$ cat src/include/capture_consts.svh
`ifndef CAPTURE_CONSTS_SVH
`define CAPTURE_CONSTS_SVH

// host command bytes, ascii a through i
`define CMD_WR_ROWS       8'h61
`define CMD_WR_COLUMNS    8'h62
`define CMD_WR_ENABLE     8'h63
`define CMD_RD_ROWS       8'h64
`define CMD_RD_COLUMNS    8'h65
`define CMD_RD_ENABLE     8'h66
`define CMD_RD_CFG        8'h67
`define CMD_WR_CFG_PART   8'h68
`define CMD_WR_CFG_ALL    8'h69

// csi receiver register word addresses
`define REG_ADDR_ENABLE   6'd0
`define REG_ADDR_ROWS     6'd1
`define REG_ADDR_COLUMNS  6'd2
`define REG_ADDR_CONFIG   6'd3

// values written by the host commands
`define ROWS_VALUE        32'd1080
`define COLUMNS_VALUE     32'd1920
`define CFG_VALUE_PART    32'd2
`define CFG_VALUE_ALL     32'd3

// output fifo size in 32-bit words
`define FRAME_FIFO_DEPTH  16

`endif

$ cat src/hw/capture_pkg.sv
package capture_pkg;

	// one ascii command byte from the host
	typedef logic [7:0] cmd_byte_t;

	// word address into the csi register block
	typedef logic [5:0] reg_addr_t;

	typedef logic [31:0] reg_word_t;

	// raw10 pixel as decoded by the receiver
	typedef logic [9:0] pixel_t;

	typedef logic [31:0] fifo_word_t;

	// line start/end counters and error count
	typedef logic [3:0] line_count_t;

	typedef enum logic [3:0]
	{
		st_idle,
		st_reg_write,
		st_reg_read,
		st_read_push,
		st_wait_fs,
		st_transfer,
		st_pause_off,
		st_drain,
		st_resume_on,
		st_stop
	} ctrl_state_t;

endpackage

$ cat src/hw/csi_cfg_regs.sv
`timescale 1ns/1ps
`include "capture_consts.svh"

module csi_cfg_regs
(
	input  logic                  bus_clk,
	input  logic                  rst_n,
	input  logic                  reg_write,
	input  logic                  reg_read,
	input  capture_pkg::reg_addr_t reg_addr,
	input  capture_pkg::reg_word_t reg_wdata,
	output capture_pkg::reg_word_t reg_rdata,
	output logic                  cap_enable
);
	import capture_pkg::*;

	reg_word_t enable_reg;
	reg_word_t rows_reg;
	reg_word_t columns_reg;
	reg_word_t config_reg;

	// write port, one word per cycle
	always_ff @(posedge bus_clk or negedge rst_n)
	begin
		if (!rst_n)
		begin
			enable_reg  <= '0;
			rows_reg    <= '0;
			columns_reg <= '0;
			config_reg  <= '0;
		end
		else if (reg_write)
		begin
			case (reg_addr)
				`REG_ADDR_ENABLE:  enable_reg  <= reg_wdata;
				`REG_ADDR_ROWS:    rows_reg    <= reg_wdata;
				`REG_ADDR_COLUMNS: columns_reg <= reg_wdata;
				`REG_ADDR_CONFIG:  config_reg  <= reg_wdata;
				default:           ;
			endcase
		end
	end

	// read data only changes on a read strobe, holds otherwise
	always_ff @(posedge bus_clk or negedge rst_n)
	begin
		if (!rst_n)
			reg_rdata <= '0;
		else if (reg_read)
		begin
			case (reg_addr)
				`REG_ADDR_ENABLE:  reg_rdata <= enable_reg;
				`REG_ADDR_ROWS:    reg_rdata <= rows_reg;
				`REG_ADDR_COLUMNS: reg_rdata <= columns_reg;
				`REG_ADDR_CONFIG:  reg_rdata <= config_reg;
				default:           reg_rdata <= '0;
			endcase
		end
	end

	assign cap_enable = enable_reg[0];

endmodule

$ cat src/hw/capture_ctrl.sv
`timescale 1ns/1ps
`include "capture_consts.svh"

module capture_ctrl
(
	input  logic                   bus_clk,
	input  logic                   rst_n,
	input  capture_pkg::cmd_byte_t  cmd_data,
	input  logic                   cmd_valid,
	input  capture_pkg::reg_word_t  reg_rdata,
	input  logic                   cap_enable,
	input  logic                   frame_start,
	input  logic                   frame_end,
	input  capture_pkg::pixel_t     pix_data,
	input  logic                   pix_valid,
	input  logic                   fifo_full,
	input  logic                   fifo_empty,
	output logic                   cmd_ready,
	output logic                   reg_write,
	output logic                   reg_read,
	output capture_pkg::reg_addr_t  reg_addr,
	output capture_pkg::reg_word_t  reg_wdata,
	output logic                   fifo_push,
	output capture_pkg::fifo_word_t fifo_wdata,
	output logic                   xfer_active
);
	import capture_pkg::*;

	ctrl_state_t state;
	ctrl_state_t state_next;
	ctrl_state_t dec_state;
	reg_addr_t   dec_addr;
	reg_word_t   dec_val;
	reg_addr_t   pend_addr;
	reg_word_t   pend_val;

	// command byte decode, unknown bytes fall back to idle
	always_comb
	begin
		dec_state = st_idle;
		dec_addr  = `REG_ADDR_ENABLE;
		dec_val   = '0;
		case (cmd_data)
			`CMD_WR_ROWS:
			begin
				dec_state = st_reg_write;
				dec_addr  = `REG_ADDR_ROWS;
				dec_val   = `ROWS_VALUE;
			end
			`CMD_WR_COLUMNS:
			begin
				dec_state = st_reg_write;
				dec_addr  = `REG_ADDR_COLUMNS;
				dec_val   = `COLUMNS_VALUE;
			end
			`CMD_WR_ENABLE:
			begin
				dec_state = st_reg_write;
				dec_val   = 32'd1;
			end
			`CMD_WR_CFG_PART:
			begin
				dec_state = st_reg_write;
				dec_addr  = `REG_ADDR_CONFIG;
				dec_val   = `CFG_VALUE_PART;
			end
			`CMD_WR_CFG_ALL:
			begin
				dec_state = st_reg_write;
				dec_addr  = `REG_ADDR_CONFIG;
				dec_val   = `CFG_VALUE_ALL;
			end
			`CMD_RD_ROWS:
			begin
				dec_state = st_reg_read;
				dec_addr  = `REG_ADDR_ROWS;
			end
			`CMD_RD_COLUMNS:
			begin
				dec_state = st_reg_read;
				dec_addr  = `REG_ADDR_COLUMNS;
			end
			`CMD_RD_ENABLE:   dec_state = st_reg_read;
			`CMD_RD_CFG:
			begin
				dec_state = st_reg_read;
				dec_addr  = `REG_ADDR_CONFIG;
			end
			default:          dec_state = st_idle;
		endcase
	end

	always_comb
	begin
		state_next = state;
		cmd_ready  = 1'b0;
		reg_write  = 1'b0;
		reg_read   = 1'b0;
		reg_addr   = pend_addr;
		reg_wdata  = pend_val;
		fifo_push  = 1'b0;
		fifo_wdata = reg_rdata;
		case (state)
			st_idle:
			begin
				cmd_ready = 1'b1;
				if (cmd_valid)
					state_next = dec_state;
			end
			st_reg_write:
			begin
				reg_write = 1'b1;
				// the enable command arms the capture
				if (pend_addr == `REG_ADDR_ENABLE)
					state_next = st_wait_fs;
				else
					state_next = st_idle;
			end
			st_reg_read:
			begin
				reg_read   = 1'b1;
				state_next = st_read_push;
			end
			st_read_push:
			begin
				// hold the registered word until there is room
				if (!fifo_full)
				begin
					fifo_push  = 1'b1;
					state_next = st_idle;
				end
			end
			st_wait_fs:
			begin
				if (frame_start)
					state_next = st_transfer;
			end
			st_transfer:
			begin
				fifo_wdata = fifo_word_t'(pix_data);
				if (frame_end)
					state_next = st_stop;
				else if (fifo_full)
					state_next = st_pause_off;
				else
					fifo_push = pix_valid && cap_enable;
			end
			st_pause_off:
			begin
				reg_write  = 1'b1;
				reg_addr   = `REG_ADDR_ENABLE;
				reg_wdata  = '0;
				state_next = frame_end ? st_stop : st_drain;
			end
			st_drain:
			begin
				if (frame_end)
					state_next = st_stop;
				else if (fifo_empty)
					state_next = st_resume_on;
			end
			st_resume_on:
			begin
				reg_write  = 1'b1;
				reg_addr   = `REG_ADDR_ENABLE;
				reg_wdata  = 32'd1;
				state_next = frame_end ? st_stop : st_transfer;
			end
			st_stop:
			begin
				reg_write  = 1'b1;
				reg_addr   = `REG_ADDR_ENABLE;
				reg_wdata  = '0;
				state_next = st_idle;
			end
			default:      state_next = st_idle;
		endcase
	end

	always_ff @(posedge bus_clk or negedge rst_n)
	begin
		if (!rst_n)
			state <= st_idle;
		else
			state <= state_next;
	end

	// address and value of the accepted command
	always_ff @(posedge bus_clk)
	begin
		if (state == st_idle && cmd_valid)
		begin
			pend_addr <= dec_addr;
			pend_val  <= dec_val;
		end
	end

	assign xfer_active = (state == st_transfer);

endmodule

$ cat src/hw/frame_fifo.sv
`timescale 1ns/1ps
`include "capture_consts.svh"

module frame_fifo
#(
	parameter int depth = `FRAME_FIFO_DEPTH
)
(
	input  logic                   bus_clk,
	input  logic                   rst_n,
	input  logic                   push,
	input  capture_pkg::fifo_word_t wdata,
	input  logic                   pop,
	output capture_pkg::fifo_word_t rdata,
	output logic                   full,
	output logic                   empty
);
	import capture_pkg::*;

	localparam int aw = (depth > 1) ? $clog2(depth) : 1;
	localparam int cw = $clog2(depth + 1);

	fifo_word_t      mem [depth];
	logic [aw-1:0]   wr_ptr;
	logic [aw-1:0]   rd_ptr;
	logic [cw-1:0]   count;
	logic            do_push;
	logic            do_pop;

	// overflow and underflow requests are dropped
	assign do_push = push && !full;
	assign do_pop  = pop && !empty;

	always_ff @(posedge bus_clk or negedge rst_n)
	begin
		if (!rst_n)
		begin
			wr_ptr <= '0;
			rd_ptr <= '0;
			count  <= '0;
		end
		else
		begin
			if (do_push)
				wr_ptr <= (wr_ptr == aw'(depth - 1)) ? '0 : wr_ptr + 1'b1;
			if (do_pop)
				rd_ptr <= (rd_ptr == aw'(depth - 1)) ? '0 : rd_ptr + 1'b1;
			if (do_push && !do_pop)
				count <= count + 1'b1;
			else if (do_pop && !do_push)
				count <= count - 1'b1;
		end
	end

	// storage and the non show-ahead output register
	always_ff @(posedge bus_clk)
	begin
		if (do_push)
			mem[wr_ptr] <= wdata;
		if (do_pop)
			rdata <= mem[rd_ptr];
	end

	assign full  = (count == cw'(depth));
	assign empty = (count == '0);

endmodule

$ cat src/hw/line_check.sv
`timescale 1ns/1ps

module line_check
(
	input  logic                    bus_clk,
	input  logic                    rst_n,
	input  logic                    xfer_active,
	input  logic                    line_start,
	input  logic                    line_end,
	output capture_pkg::line_count_t err_count
);
	import capture_pkg::*;

	line_count_t ls_count;
	line_count_t le_count;

	// a start while the counts differ means the last line never ended
	always_ff @(posedge bus_clk or negedge rst_n)
	begin
		if (!rst_n)
		begin
			ls_count  <= '0;
			le_count  <= '0;
			err_count <= '0;
		end
		else if (xfer_active)
		begin
			if (line_start)
			begin
				ls_count <= ls_count + 1'b1;
				if (ls_count != le_count)
					err_count <= err_count + 1'b1;
			end
			if (line_end)
				le_count <= le_count + 1'b1;
		end
	end

endmodule

$ cat src/hw/camera_capture_top.sv
`timescale 1ns/1ps
`include "capture_consts.svh"

module camera_capture_top
(
	input  logic                    bus_clk,
	input  logic                    rst_n,
	input  capture_pkg::cmd_byte_t   cmd_data,
	input  logic                    cmd_valid,
	output logic                    cmd_ready,
	input  capture_pkg::pixel_t      pix_data,
	input  logic                    pix_valid,
	input  logic                    frame_start,
	input  logic                    frame_end,
	input  logic                    line_start,
	input  logic                    line_end,
	input  logic                    out_rden,
	output capture_pkg::fifo_word_t  out_data,
	output logic                    out_empty,
	output capture_pkg::line_count_t line_err_count
);
	import capture_pkg::*;

	logic       reg_write;
	logic       reg_read;
	reg_addr_t  reg_addr;
	reg_word_t  reg_wdata;
	reg_word_t  reg_rdata;
	logic       cap_enable;
	logic       fifo_push;
	fifo_word_t fifo_wdata;
	logic       fifo_full;
	logic       xfer_active;

	capture_ctrl u_ctrl
	(
		.bus_clk     (bus_clk),
		.rst_n       (rst_n),
		.cmd_data    (cmd_data),
		.cmd_valid   (cmd_valid),
		.reg_rdata   (reg_rdata),
		.cap_enable  (cap_enable),
		.frame_start (frame_start),
		.frame_end   (frame_end),
		.pix_data    (pix_data),
		.pix_valid   (pix_valid),
		.fifo_full   (fifo_full),
		.fifo_empty  (out_empty),
		.cmd_ready   (cmd_ready),
		.reg_write   (reg_write),
		.reg_read    (reg_read),
		.reg_addr    (reg_addr),
		.reg_wdata   (reg_wdata),
		.fifo_push   (fifo_push),
		.fifo_wdata  (fifo_wdata),
		.xfer_active (xfer_active)
	);

	csi_cfg_regs u_regs
	(
		.bus_clk    (bus_clk),
		.rst_n      (rst_n),
		.reg_write  (reg_write),
		.reg_read   (reg_read),
		.reg_addr   (reg_addr),
		.reg_wdata  (reg_wdata),
		.reg_rdata  (reg_rdata),
		.cap_enable (cap_enable)
	);

	// host drains this one directly
	frame_fifo #(.depth(`FRAME_FIFO_DEPTH)) u_fifo
	(
		.bus_clk (bus_clk),
		.rst_n   (rst_n),
		.push    (fifo_push),
		.wdata   (fifo_wdata),
		.pop     (out_rden),
		.rdata   (out_data),
		.full    (fifo_full),
		.empty   (out_empty)
	);

	line_check u_line
	(
		.bus_clk     (bus_clk),
		.rst_n       (rst_n),
		.xfer_active (xfer_active),
		.line_start  (line_start),
		.line_end    (line_end),
		.err_count   (line_err_count)
	);

endmodule

$ cat config.mk
export PLATFORM = sky130hd
export DESIGN_NAME = camera_capture_top
export DESIGN_NICKNAME = d
export VERILOG_FILES = /design/src/hw/capture_pkg.sv /design/src/hw/csi_cfg_regs.sv /design/src/hw/capture_ctrl.sv /design/src/hw/frame_fifo.sv /design/src/hw/line_check.sv /design/src/hw/camera_capture_top.sv
export VERILOG_INCLUDE_DIRS = /design/src /design/src/include
export SDC_FILE = /design/constraint.sdc
export NUM_CORES = 1
export LEC_CHECK = 0
export BUFFER_PORTS_ARGS = -buffer_cell sky130_fd_sc_hd__buf_2
export CAP_MARGIN = 20
export CORE_MARGIN = 10
export CORE_UTILIZATION = 65
export DETAILED_ROUTE_END_ITERATION = 7
export PLACE_DENSITY = 0.81
export SYNTH_ARGS = -nofsm -noshare
export SYNTH_HDL_FRONTEND = slang
export SYNTH_SLANG_ARGS = --single-unit
$ cat constraint.sdc
create_clock -name bus_clk -period 7.1 [get_ports bus_clk]
set_clock_uncertainty 0.1 [all_clocks]
set_input_delay 1.065 -clock bus_clk [delete_from_list [all_inputs] [get_ports bus_clk]]
set_output_delay 1.065 -clock bus_clk [all_outputs]
set_load 0.02 [all_outputs]
==> flow_summary.yaml, run 1 <==
outcome:
  status: "finished, final reports clean"
final_layout:
  fin_cells: 1004
  antenna_cells: 0
  seq_area_um2: 7181
  top_register: "u_fifo.mem"
  largest_registers: "u_fifo.mem: 176 flops, u_fifo.rdata: 11 flops"
  area_delta_synth_final_pct: 10.85
  layout_common_cells: "edfxtp_1, nand2_1, dfrtp_1"
  largest_reg_flops: 176
  drive_gt1_share_pct: 19.64
  nets: 806
  multiInputGateArea_um2: 3331
  layout_commonest_cell: "edfxtp_1"
  fillers: 1028
timing:
  setup_ws_ps: 3493
  min_period_ps: 3607
  relSlewSlack_pct: 46.50
  fin_crit_sh_pct: 50.81
  rsz0062_at_grt: "false"
  hold_viol_final: 0
  worst_pin_slew_ps: 796.5
  finalSetupTns_ps: 0
  setup_viol: 0
  drv_slew: 0
  fmax_mhz: 277.2
drt:
  num_vias: 6311
  met3_length_um: 1895
  drc: 0
  wl_per_cell_um: 23.02
  met1Wirelength_um: 9153
  drt_iter0_drc: 675
  highest_layer: "met4"
  firstDrtPassIters: 5
  wl_um: 23110
  vias_per_cell: 6.286
  wl_met2_um: 11440
  ant_nets: 0
job:
  cap_violations: 0
yosys:
  synthTopCellsByArea: "edfxtp_1, dfrtp_1, mux4_2, mux2i_1, mux2_2"
  synth_top_area_cell: "edfxtp_1"
  syn_area_um2: 10820
  synthArstFlopShare_pct: 21.77
  synth_mux_area_share_pct: 11.12
  synth_flop_cell: "edfxtp_1"
  synth_area_per_cell_um2: 14.92
  synth_top_family_by_area: "multiplexers"
  ys_seq_area_share_pct: 66.36
  synth_xor_xnor_area_share_pct: 1.539
  ys_warn_count: 0
  ys_ff_latch: 248
  synth_enable_flop_cells: 194
  synth_simple_gate_area_share_pct: 7.763
  ys_types: 60
  synth_top_area_share_pct: 53.86
  synthAdderAreaFrac_pct: 1.689
  synth_cells: 725
  synth-compound-area-share_pct: 7.959
global_routing:
  grt_pass1_vias: 6398
  grt_usage_pct: 20.87
  grt_pass1_wl_um: 36270
  grt_max_degree: 72
  gr-total-overflow: 0
  antenna_found_initial: 0
worst_setup_path:
  r2r_slack_ps: 3490
  r2r-end: "u_fifo.count[4]"
  crit_path_end: "u_fifo.count[4]"
  timing.rr.start: "u_ctrl.state[2]"
  worst_ep_required_time_ps: 7430
  crit_start: "u_ctrl.state[2]"
  crit_path_end_kind: "flip-flop"
  reg2reg_depth: 10
  crit_arrival_ps: 3940
  critical_path.max_fanout: 18
  cp-start-kind: "flip-flop"
  critPathKind: "flip-flop to flip-flop"
clock_network:
  post-cts-setup-buffer-count: 0
  htreeDepth: 1
  clock-sinks: 248
  cts.clk_slew.worst_paths_ps: 60
  cts_max_path_buffers: 3
  cts_buffers: 25
  postCtsHoldBufs: 0
  insertion_delay_ps: 510
  post_cts_resized: 0
  ctsRootBufferMaster: "clkbuf_16"
  cts_tree: "built"
die:
  die_height_um: 149.0
  std_cell_rows: 47
  dieArea_um2: 22200
  core-area_um2: 16470
  io_pins: 65
  die-width_um: 149.0
  initial_utilization_pct: 65.68
min_path:
  holdPathStages: 1
  hold_path_class: "flip-flop to flip-flop"
pwr:
  p_per_area_nw_per_um2: 437.2
  max-vdd-ir-drop_v: 0.0003704
  p_leak_nw: 4.437
placed_design:
  placed_cells: 957
  port_buffers: 43
  gp_congestion: 0.8895
  hpwl_um: 14920
  pre_cts_slack_ps: 3076
[area by class of cell]
type / count / area share [%]
Clock inverter: 14 / 1.252
Timing Repair Buffer: 48 / 2.442
Inverter: 12 / 0.3757
Tap cell: 220 / 2.296
Sequential cell: 248 / 59.89
Clock buffer: 32 / 5.959
Multi-Input combinational cell: 430 / 27.78
[worst max-delay path: stages (launching register included)]
cell and delay (ps):
dfrtp_1 750, and4bb_1 300, a2bb2oi_2 70, nor4_4 670, ha_1 370, inv_1 160
ha_1 350, a21o_1 190, a21oi_1 180, mux2i_1 230, xnor2_1 140
[worst min path at each step]
stage,from,endpoint
after floorplan,u_regs.config_reg[10],u_regs.config_reg[10]
after global placement,u_line.err_count[3],u_line.err_count[3]
after detailed placement,u_line.err_count[3],u_line.err_count[3]
after CTS,u_line.err_count[3],u_line.err_count[3]
after global routing,u_line.err_count[3],u_line.err_count[3]
final,u_line.err_count[3],u_line.err_count[3]
[stage by stage]
step	util, %	hold WS (ps)	cell area, um^2	power [mW]
6_report	72.81	370.5	11990	5.241
3_5_place_dp	67.39	361.1	11100	3.872
2_1_floorplan	-	344.4	10890	3.346
4_1_cts	72.64	374.9	11960	5.235
3_3_place_gp	67.23	356.5	11070	3.760
5_1_grt	72.81	396.3	11990	5.481
[where the power goes]
group | internal, mW | leakage (nW) | switching (mW) | total (mW)
combinational | 0.620 | 1.57 | 1.04 | 1.66
sequential | 1.99 | 2.44 | 0.242 | 2.23
clock | 0.821 | 0.424 | 0.529 | 1.35
[kinds of logic after synthesis]
kind of cell | count (synthesis)
adder cells (fa/ha/maj) | 14
AO/OA/AOI/OAI | 133
other | 1
buffers and inverters | 67
AND/OR/NAND/NOR | 154
flip-flops | 248
multiplexers | 89
XOR/XNOR | 19
[Yosys cell counts, types with 2 or more instances]
master,number
ha_1,13
mux4_2,22
nand3_1,9
nand2_1,56
buf_6,3
and3_1,5
nor3_1,3
nand2b_2,2
edfxtp_1,194
nor4_1,2
clkbuf_1,15
a21o_1,3
nand4_1,2
inv_1,12
xnor2_1,15
buf_2,12
buf_4,25
nor2_1,26
dfrtp_1,54
a31oi_1,2
nor4_4,3
a21oi_1,38
a221oi_1,12
mux2_2,29
a22oi_1,16
mux2i_1,38
o21ai_0,43
a2bb2oi_2,2
and2_1,18
nor2b_1,9
nand2b_1,9
xor2_1,4
nor3b_2,2
[metal layers]
| layer | up-vias | GRT usage (%) |
|---|---|---|
| met4 | 0 | 6.771 |
| met3 | 46 | 4.066 |
| met2 | 319 | 33.30 |
| li1 | 2805 | - |
| met1 | 3141 | 28.44 |
| met5 | - | 0 |
No activity file was read; power rests on OpenSTA's default activity.
==> run 2, diff against run 1 <==
--- a/config.mk
+++ b/config.mk
@@ -9,9 +9,9 @@
 export BUFFER_PORTS_ARGS = -buffer_cell sky130_fd_sc_hd__buf_2
 export CAP_MARGIN = 20
 export CORE_MARGIN = 10
-export CORE_UTILIZATION = 65
+export CORE_UTILIZATION = 55
 export DETAILED_ROUTE_END_ITERATION = 7
-export PLACE_DENSITY = 0.81
+export PLACE_DENSITY = 0.73
 export SYNTH_ARGS = -nofsm -noshare
 export SYNTH_HDL_FRONTEND = slang
 export SYNTH_SLANG_ARGS = --single-unit
==> constraint.sdc (replaced) <==
create_clock -name bus_clk -period 3.2 [get_ports bus_clk]
set_clock_uncertainty 0.1 [all_clocks]
set_input_delay 0.48 -clock bus_clk [delete_from_list [all_inputs] [get_ports bus_clk]]
set_output_delay 0.48 -clock bus_clk [all_outputs]
set_load 0.02 [all_outputs]
==> flow_summary.yaml, run 2 (synthesis results as in run 1) <==
drt:
  num_vias: 6231
  firstDrtPassIters: 5
  wl_per_cell_um: 21.86
  vias_per_cell: 5.906
  ant_nets: 0
  drc: 0
  wl_um: 23060
  drt_iter0_drc: 582
clock_network:
  cts_buffers: 25
  insertion_delay_ps: 530
  cts_max_path_buffers: 3
  post-cts-setup-buffer-count: 0
  ctsRootBufferMaster: "clkbuf_16"
  clock-sinks: 248
  htreeDepth: 1
  cts.clk_slew.worst_paths_ps: 60
  cts_tree: "built"
die:
  die_height_um: 160.2
  initial_utilization_pct: 55.75
  std_cell_rows: 51
  io_pins: 65
  die-width_um: 160.2
  core-area_um2: 19400
  dieArea_um2: 25670
timing:
  hold_viol_final: 0
  fmax_mhz: 358.4
  min_period_ps: 2791
  setup_viol: 0
  worst_pin_slew_ps: 822.8
  finalSetupTns_ps: 0
  hold_ws_ps: 144.8
  relSlewSlack_pct: 45.15
  fin_crit_sh_pct: 87.20
  rsz0062_at_grt: "false"
  drv_slew: 0
outcome:
  status: "finished, final reports clean"
final_layout:
  layout_common_cells: "edfxtp_1, nand2_1, dfrtp_1"
  fin_cells: 1055
  nets: 815
  largest_reg_flops: 176
  largest_registers: "u_fifo.mem: 176 flops, u_fifo.rdata: 11 flops"
  top_register: "u_fifo.mem"
  antenna_cells: 0
  layout_commonest_cell: "edfxtp_1"
  fin_util_pct: 61.90
  drive_gt1_share_pct: 19.75
  area_delta_synth_final_pct: 11.03
placed_design:
  hpwl_um: 15010
  port_buffers: 43
  placed_cells: 1010
  gp_congestion: 0.8299
worst_setup_path:
  crit_arrival_ps: 3130
  critPathKind: "flip-flop to flip-flop"
  cp-start-kind: "flip-flop"
  crit_path_end_kind: "flip-flop"
  critical_path.max_fanout: 5
  worst_ep_required_time_ps: 3540
global_routing:
  grt_pass1_vias: 6286
  gr-total-overflow: 0
  grt_usage_pct: 17.76
  grt_max_degree: 49
  grt_pass1_wl_um: 36360
  antenna_found_initial: 0
job:
  cap_violations: 0
min_path:
  hold_path_class: "primary input to flip-flop"
pwr:
  p_leak_nw: 4.431
  p_per_area_nw_per_um2: 947.4
  p_total_mw: 11.38
  max-vdd-ir-drop_v: 0.0009165
==> run 2: cell type report <==
| cell class | count | area (um^2) |
|---|---|---|
| fillers | 1452 | 7391 |
| flip-flops and latches | 248 | 7181 |
| multi-input cells | 430 | 3331 |
| clock buffers | 31 | 648.1 |
| repair buffers | 57 | 347.8 |
| well taps | 265 | 331.6 |
| clock inverters | 12 | 123.9 |
| inverters | 12 | 45.04 |
==> run 2: per-layer routing <==
metal | vias up | wire, um | part of all wire (%) | track usage, %
li1 | 2808 | - | - | -
met1 | 3151 | 9820 | 43 | 24.45
met2 | 230 | 11170 | 48 | 27.94
met3 | 42 | 1516 | 6.6 | 3.445
met4 | 0 | 560 | 2.4 | 5.676
met5 | - | 0 | 0 | 0
==> run 2: where the power goes <==
group	total, mW	switching [mW]	internal, mW	leakage (nW)
logic	3.71	2.33	1.39	1.61
registers	4.88	0.472	4.41	2.44
clock network	2.78	1.18	1.60	0.379
==> run 2: critical path, cell delays in order (launching register included) <==
cell	delay, ps
dfrtp_1	450
nor4_4	390
and2_1	180
nand2b_2	160
ha_1	240
inv_1	140
ha_1	330
a21o_1	180
a21oi_1	170
mux2i_1	230
xnor2_1	140
==> run 2: stage by stage <==
| step | cell area (um^2) | worst slack (ps) |
|---|---|---|
| after floorplan | 10890 | 472.6 |
| after global placement | 11210 | 375.5 |
| after detailed placement | 11210 | 279.5 |
| after CTS | 11980 | 398.5 |
| after global routing | 12010 | 203.8 |
| final | 12010 | 409.4 |
==> run 2: timing repair <==
| action | CTS | global route |
|---|---|---|
| hold buffers | 0 | 1 |
| endpoints found under the hold margin | 0 | 8 |
| resized for setup | 0 | 0 |
==> run 2: final timing paths <==
path                                      from                    end  slack, ps  cells past startpoint
setup / recovery               u_fifo.count[0]        u_fifo.count[4]        410                     10
hold / removal                        line_end     u_line.le_count[2]        140                      3
setup reg to reg               u_fifo.count[0]        u_fifo.count[4]        410                     10
hold reg to reg            u_line.err_count[3]    u_line.err_count[3]        370                      1
max in group asynchronous                rst_n        u_fifo.count[2]       2100                      4
min in group asynchronous                rst_n  u_regs.columns_reg[9]        230                      2
==> run 3, diff against run 2 <==
--- a/config.mk
+++ b/config.mk
@@ -9,9 +9,9 @@
 export BUFFER_PORTS_ARGS = -buffer_cell sky130_fd_sc_hd__buf_2
 export CAP_MARGIN = 20
 export CORE_MARGIN = 10
-export CORE_UTILIZATION = 55
+export CORE_UTILIZATION = 61
 export DETAILED_ROUTE_END_ITERATION = 7
-export PLACE_DENSITY = 0.73
+export PLACE_DENSITY = 0.77
 export SYNTH_ARGS = -nofsm -noshare
 export SYNTH_HDL_FRONTEND = slang
 export SYNTH_SLANG_ARGS = --single-unit
==> constraint.sdc (replaced) <==
create_clock -name bus_clk -period 2.7 [get_ports bus_clk]
set_clock_uncertainty 0.1 [all_clocks]
set_input_delay 0.405 -clock bus_clk [delete_from_list [all_inputs] [get_ports bus_clk]]
set_output_delay 0.405 -clock bus_clk [all_outputs]
set_load 0.02 [all_outputs]
==> flow_summary.yaml, run 3 (synthesis results as in run 1) <==
global_routing:
  grt_pass1_wl_um: 35050
  grt_usage_pct: 18.28
  antenna_found_initial: 0
  grt_max_degree: 55
  grt_pass1_vias: 6523
  gr-total-overflow: 0
drt:
  num_vias: 6244
  wl_per_cell_um: 20.89
  firstDrtPassIters: 5
  drt_iter0_drc: 554
  wl_um: 21700
  drc: 0
  ant_nets: 0
  vias_per_cell: 6.010
timing:
  drv_slew: 0
  hold_viol_final: 0
  worst_pin_slew_ps: 821.9
  setup_viol: 0
  finalSetupTns_ps: 0
  fin_crit_sh_pct: 94.60
  relSlewSlack_pct: 45.20
  min_period_ps: 2554
  rsz0062_at_grt: "false"
  fmax_mhz: 391.5
  setup_ws_ps: 145.7
placed_design:
  hpwl_um: 14800
  port_buffers: 43
  gp_congestion: 0.8431
  pre_cts_slack_ps: -74.88
clock_network:
  ctsRootBufferMaster: "clkbuf_16"
  cts.clk_slew.worst_paths_ps: 60
  cts_max_path_buffers: 3
  insertion_delay_ps: 510
  cts_buffers: 25
  clock-sinks: 248
  cts_tree: "built"
  htreeDepth: 1
pwr:
  p_per_area_nw_per_um2: 1097
  max-vdd-ir-drop_v: 0.0009829
  p_leak_nw: 4.545
final_layout:
  top_register: "u_fifo.mem"
  layout_commonest_cell: "edfxtp_1"
  largest_registers: "u_fifo.mem: 176 flops, u_fifo.rdata: 11 flops"
  nets: 839
  area_delta_synth_final_pct: 12.19
  antenna_cells: 0
  drive_gt1_share_pct: 22.73
  layout_common_cells: "edfxtp_1, nand2_1, dfrtp_1"
  largest_reg_flops: 176
die:
  core-area_um2: 17360
  dieArea_um2: 23460
  die_height_um: 153.2
  io_pins: 65
  die-width_um: 153.2
  std_cell_rows: 48
  initial_utilization_pct: 62.31
worst_setup_path:
  critPathKind: "flip-flop to flip-flop"
  cp-start-kind: "flip-flop"
  worst_ep_required_time_ps: 3040
  crit_family: "simple AND/OR/NAND/NOR gates"
  timing.rr.start: "u_fifo.count[3]"
  reg2reg_depth: 10
  crit_path_end_kind: "flip-flop"
  r2r-end: "u_fifo.count[4]"
  crit_chain: "nor4_4 > and2_2 > nand2b_2 > ha_4 > inv_2 > ha_1 > a21o_1 > a21oi_2 > mux2i_1 > xnor2_1"
  slowest_delay_ps: 430
  crit_arrival_ps: 2890
  worst_path_max_delay_cell: "dfrtp_1"
  critical_path.max_fanout: 5
  path_buf_inv: 1
  r2r_slack_ps: 150
min_path:
  hp-start: "line_end"
  hold_path_class: "primary input to flip-flop"
  holdPathStages: 3
  whs_endpoint: "u_line.le_count[2]"
job:
  cap_violations: 0
outcome:
  status: "finished, final reports clean"
-- run 3: cell count changes in the layout (fill, tap and decap cells not counted), sizes merged --
cell      before  now
clkinvlp       0    1
clkinv         9    8
buf           56   80
-- run 3: through the flow --
step                total power, mW  hold WS (ps)  utilization, %  instances  cell area, um^2
finish                        13.31         97.60           69.91       1039            12130
global route                  14.02         94.36           69.91       1039            12130
CTS                           13.34         89.74           69.76       1037            12110
detailed placement            10.09         357.5           65.23        992            11320
global placement              9.805         357.6           65.23        992            11320
floorplan                     8.799         9.409               -        745            10890
-- run 3: report_power, final --
| part | leakage, nW | internal, mW | switching, mW | total [mW] |
|---|---|---|---|---|
| clock | 0.372 | 1.89 | 1.34 | 3.23 |
| combinational | 1.73 | 1.74 | 2.62 | 4.36 |
| sequential | 2.44 | 5.23 | 0.491 | 5.72 |
| total | 4.54 | 8.85 | 4.45 | 13.3 |
-- run 3: area by class of cell --
class                   instances  area, um^2
well taps                     225       281.5
fillers                      1130        5223
repair buffers                 81       515.5
clock buffers                  31       648.1
flip-flops and latches        248        7182
multi-input cells             430        3348
clock inverters                12       113.9
inverters                      12       45.04
-- run 3: what timing repair did --
| item | in CTS | in global routing |
|---|---|---|
| endpoints found under the setup margin | 1 | 1 |
| resized for setup | 2 | 3 |
| setup buffers | 1 | 1 |
| hold endpoints to repair | 54 | 0 |
| pin swaps | 1 | 1 |
| hold buffers | 1 | 0 |
-- run 3: metal layers --
metal	vias up	GRT usage, %	routed length [um]
met5	-	0	0
met4	0	4.995	477
met3	37	4.349	1277
met2	215	31.07	10890
met1	3126	22.90	9059
li1	2866	-	-
-- run 3: worst max path at each step --
| stage | from | end | slack [ps] | cells past startpoint |
|---|---|---|---|---|
| 6_report | u_fifo.count[3] | u_fifo.count[4] | 150 | 10 |
| 5_1_grt | u_fifo.count[3] | u_fifo.count[4] | 0.6 | 10 |
| 4_1_cts | u_fifo.count[3] | u_fifo.count[4] | 30 | 10 |
| 3_5_place_dp | u_fifo.count[0] | u_fifo.count[4] | -70 | 10 |
| 3_3_place_gp | frame_end | u_fifo.count[4] | 110 | 11 |
| 2_1_floorplan | u_fifo.count[0] | u_fifo.count[4] | 50 | 10 |
-- run 3: worst reg2reg max path, delay by kind of cell (launching register included) --
kind / cells / cell delay (ps)
AND/OR/NAND/NOR: 3 / 670
adder cells (fa/ha/maj): 2 / 460
flip-flops: 1 / 430
AO/OA/AOI/OAI: 2 / 370
multiplexers: 1 / 230
XOR/XNOR: 1 / 140
buffers and inverters: 1 / 70
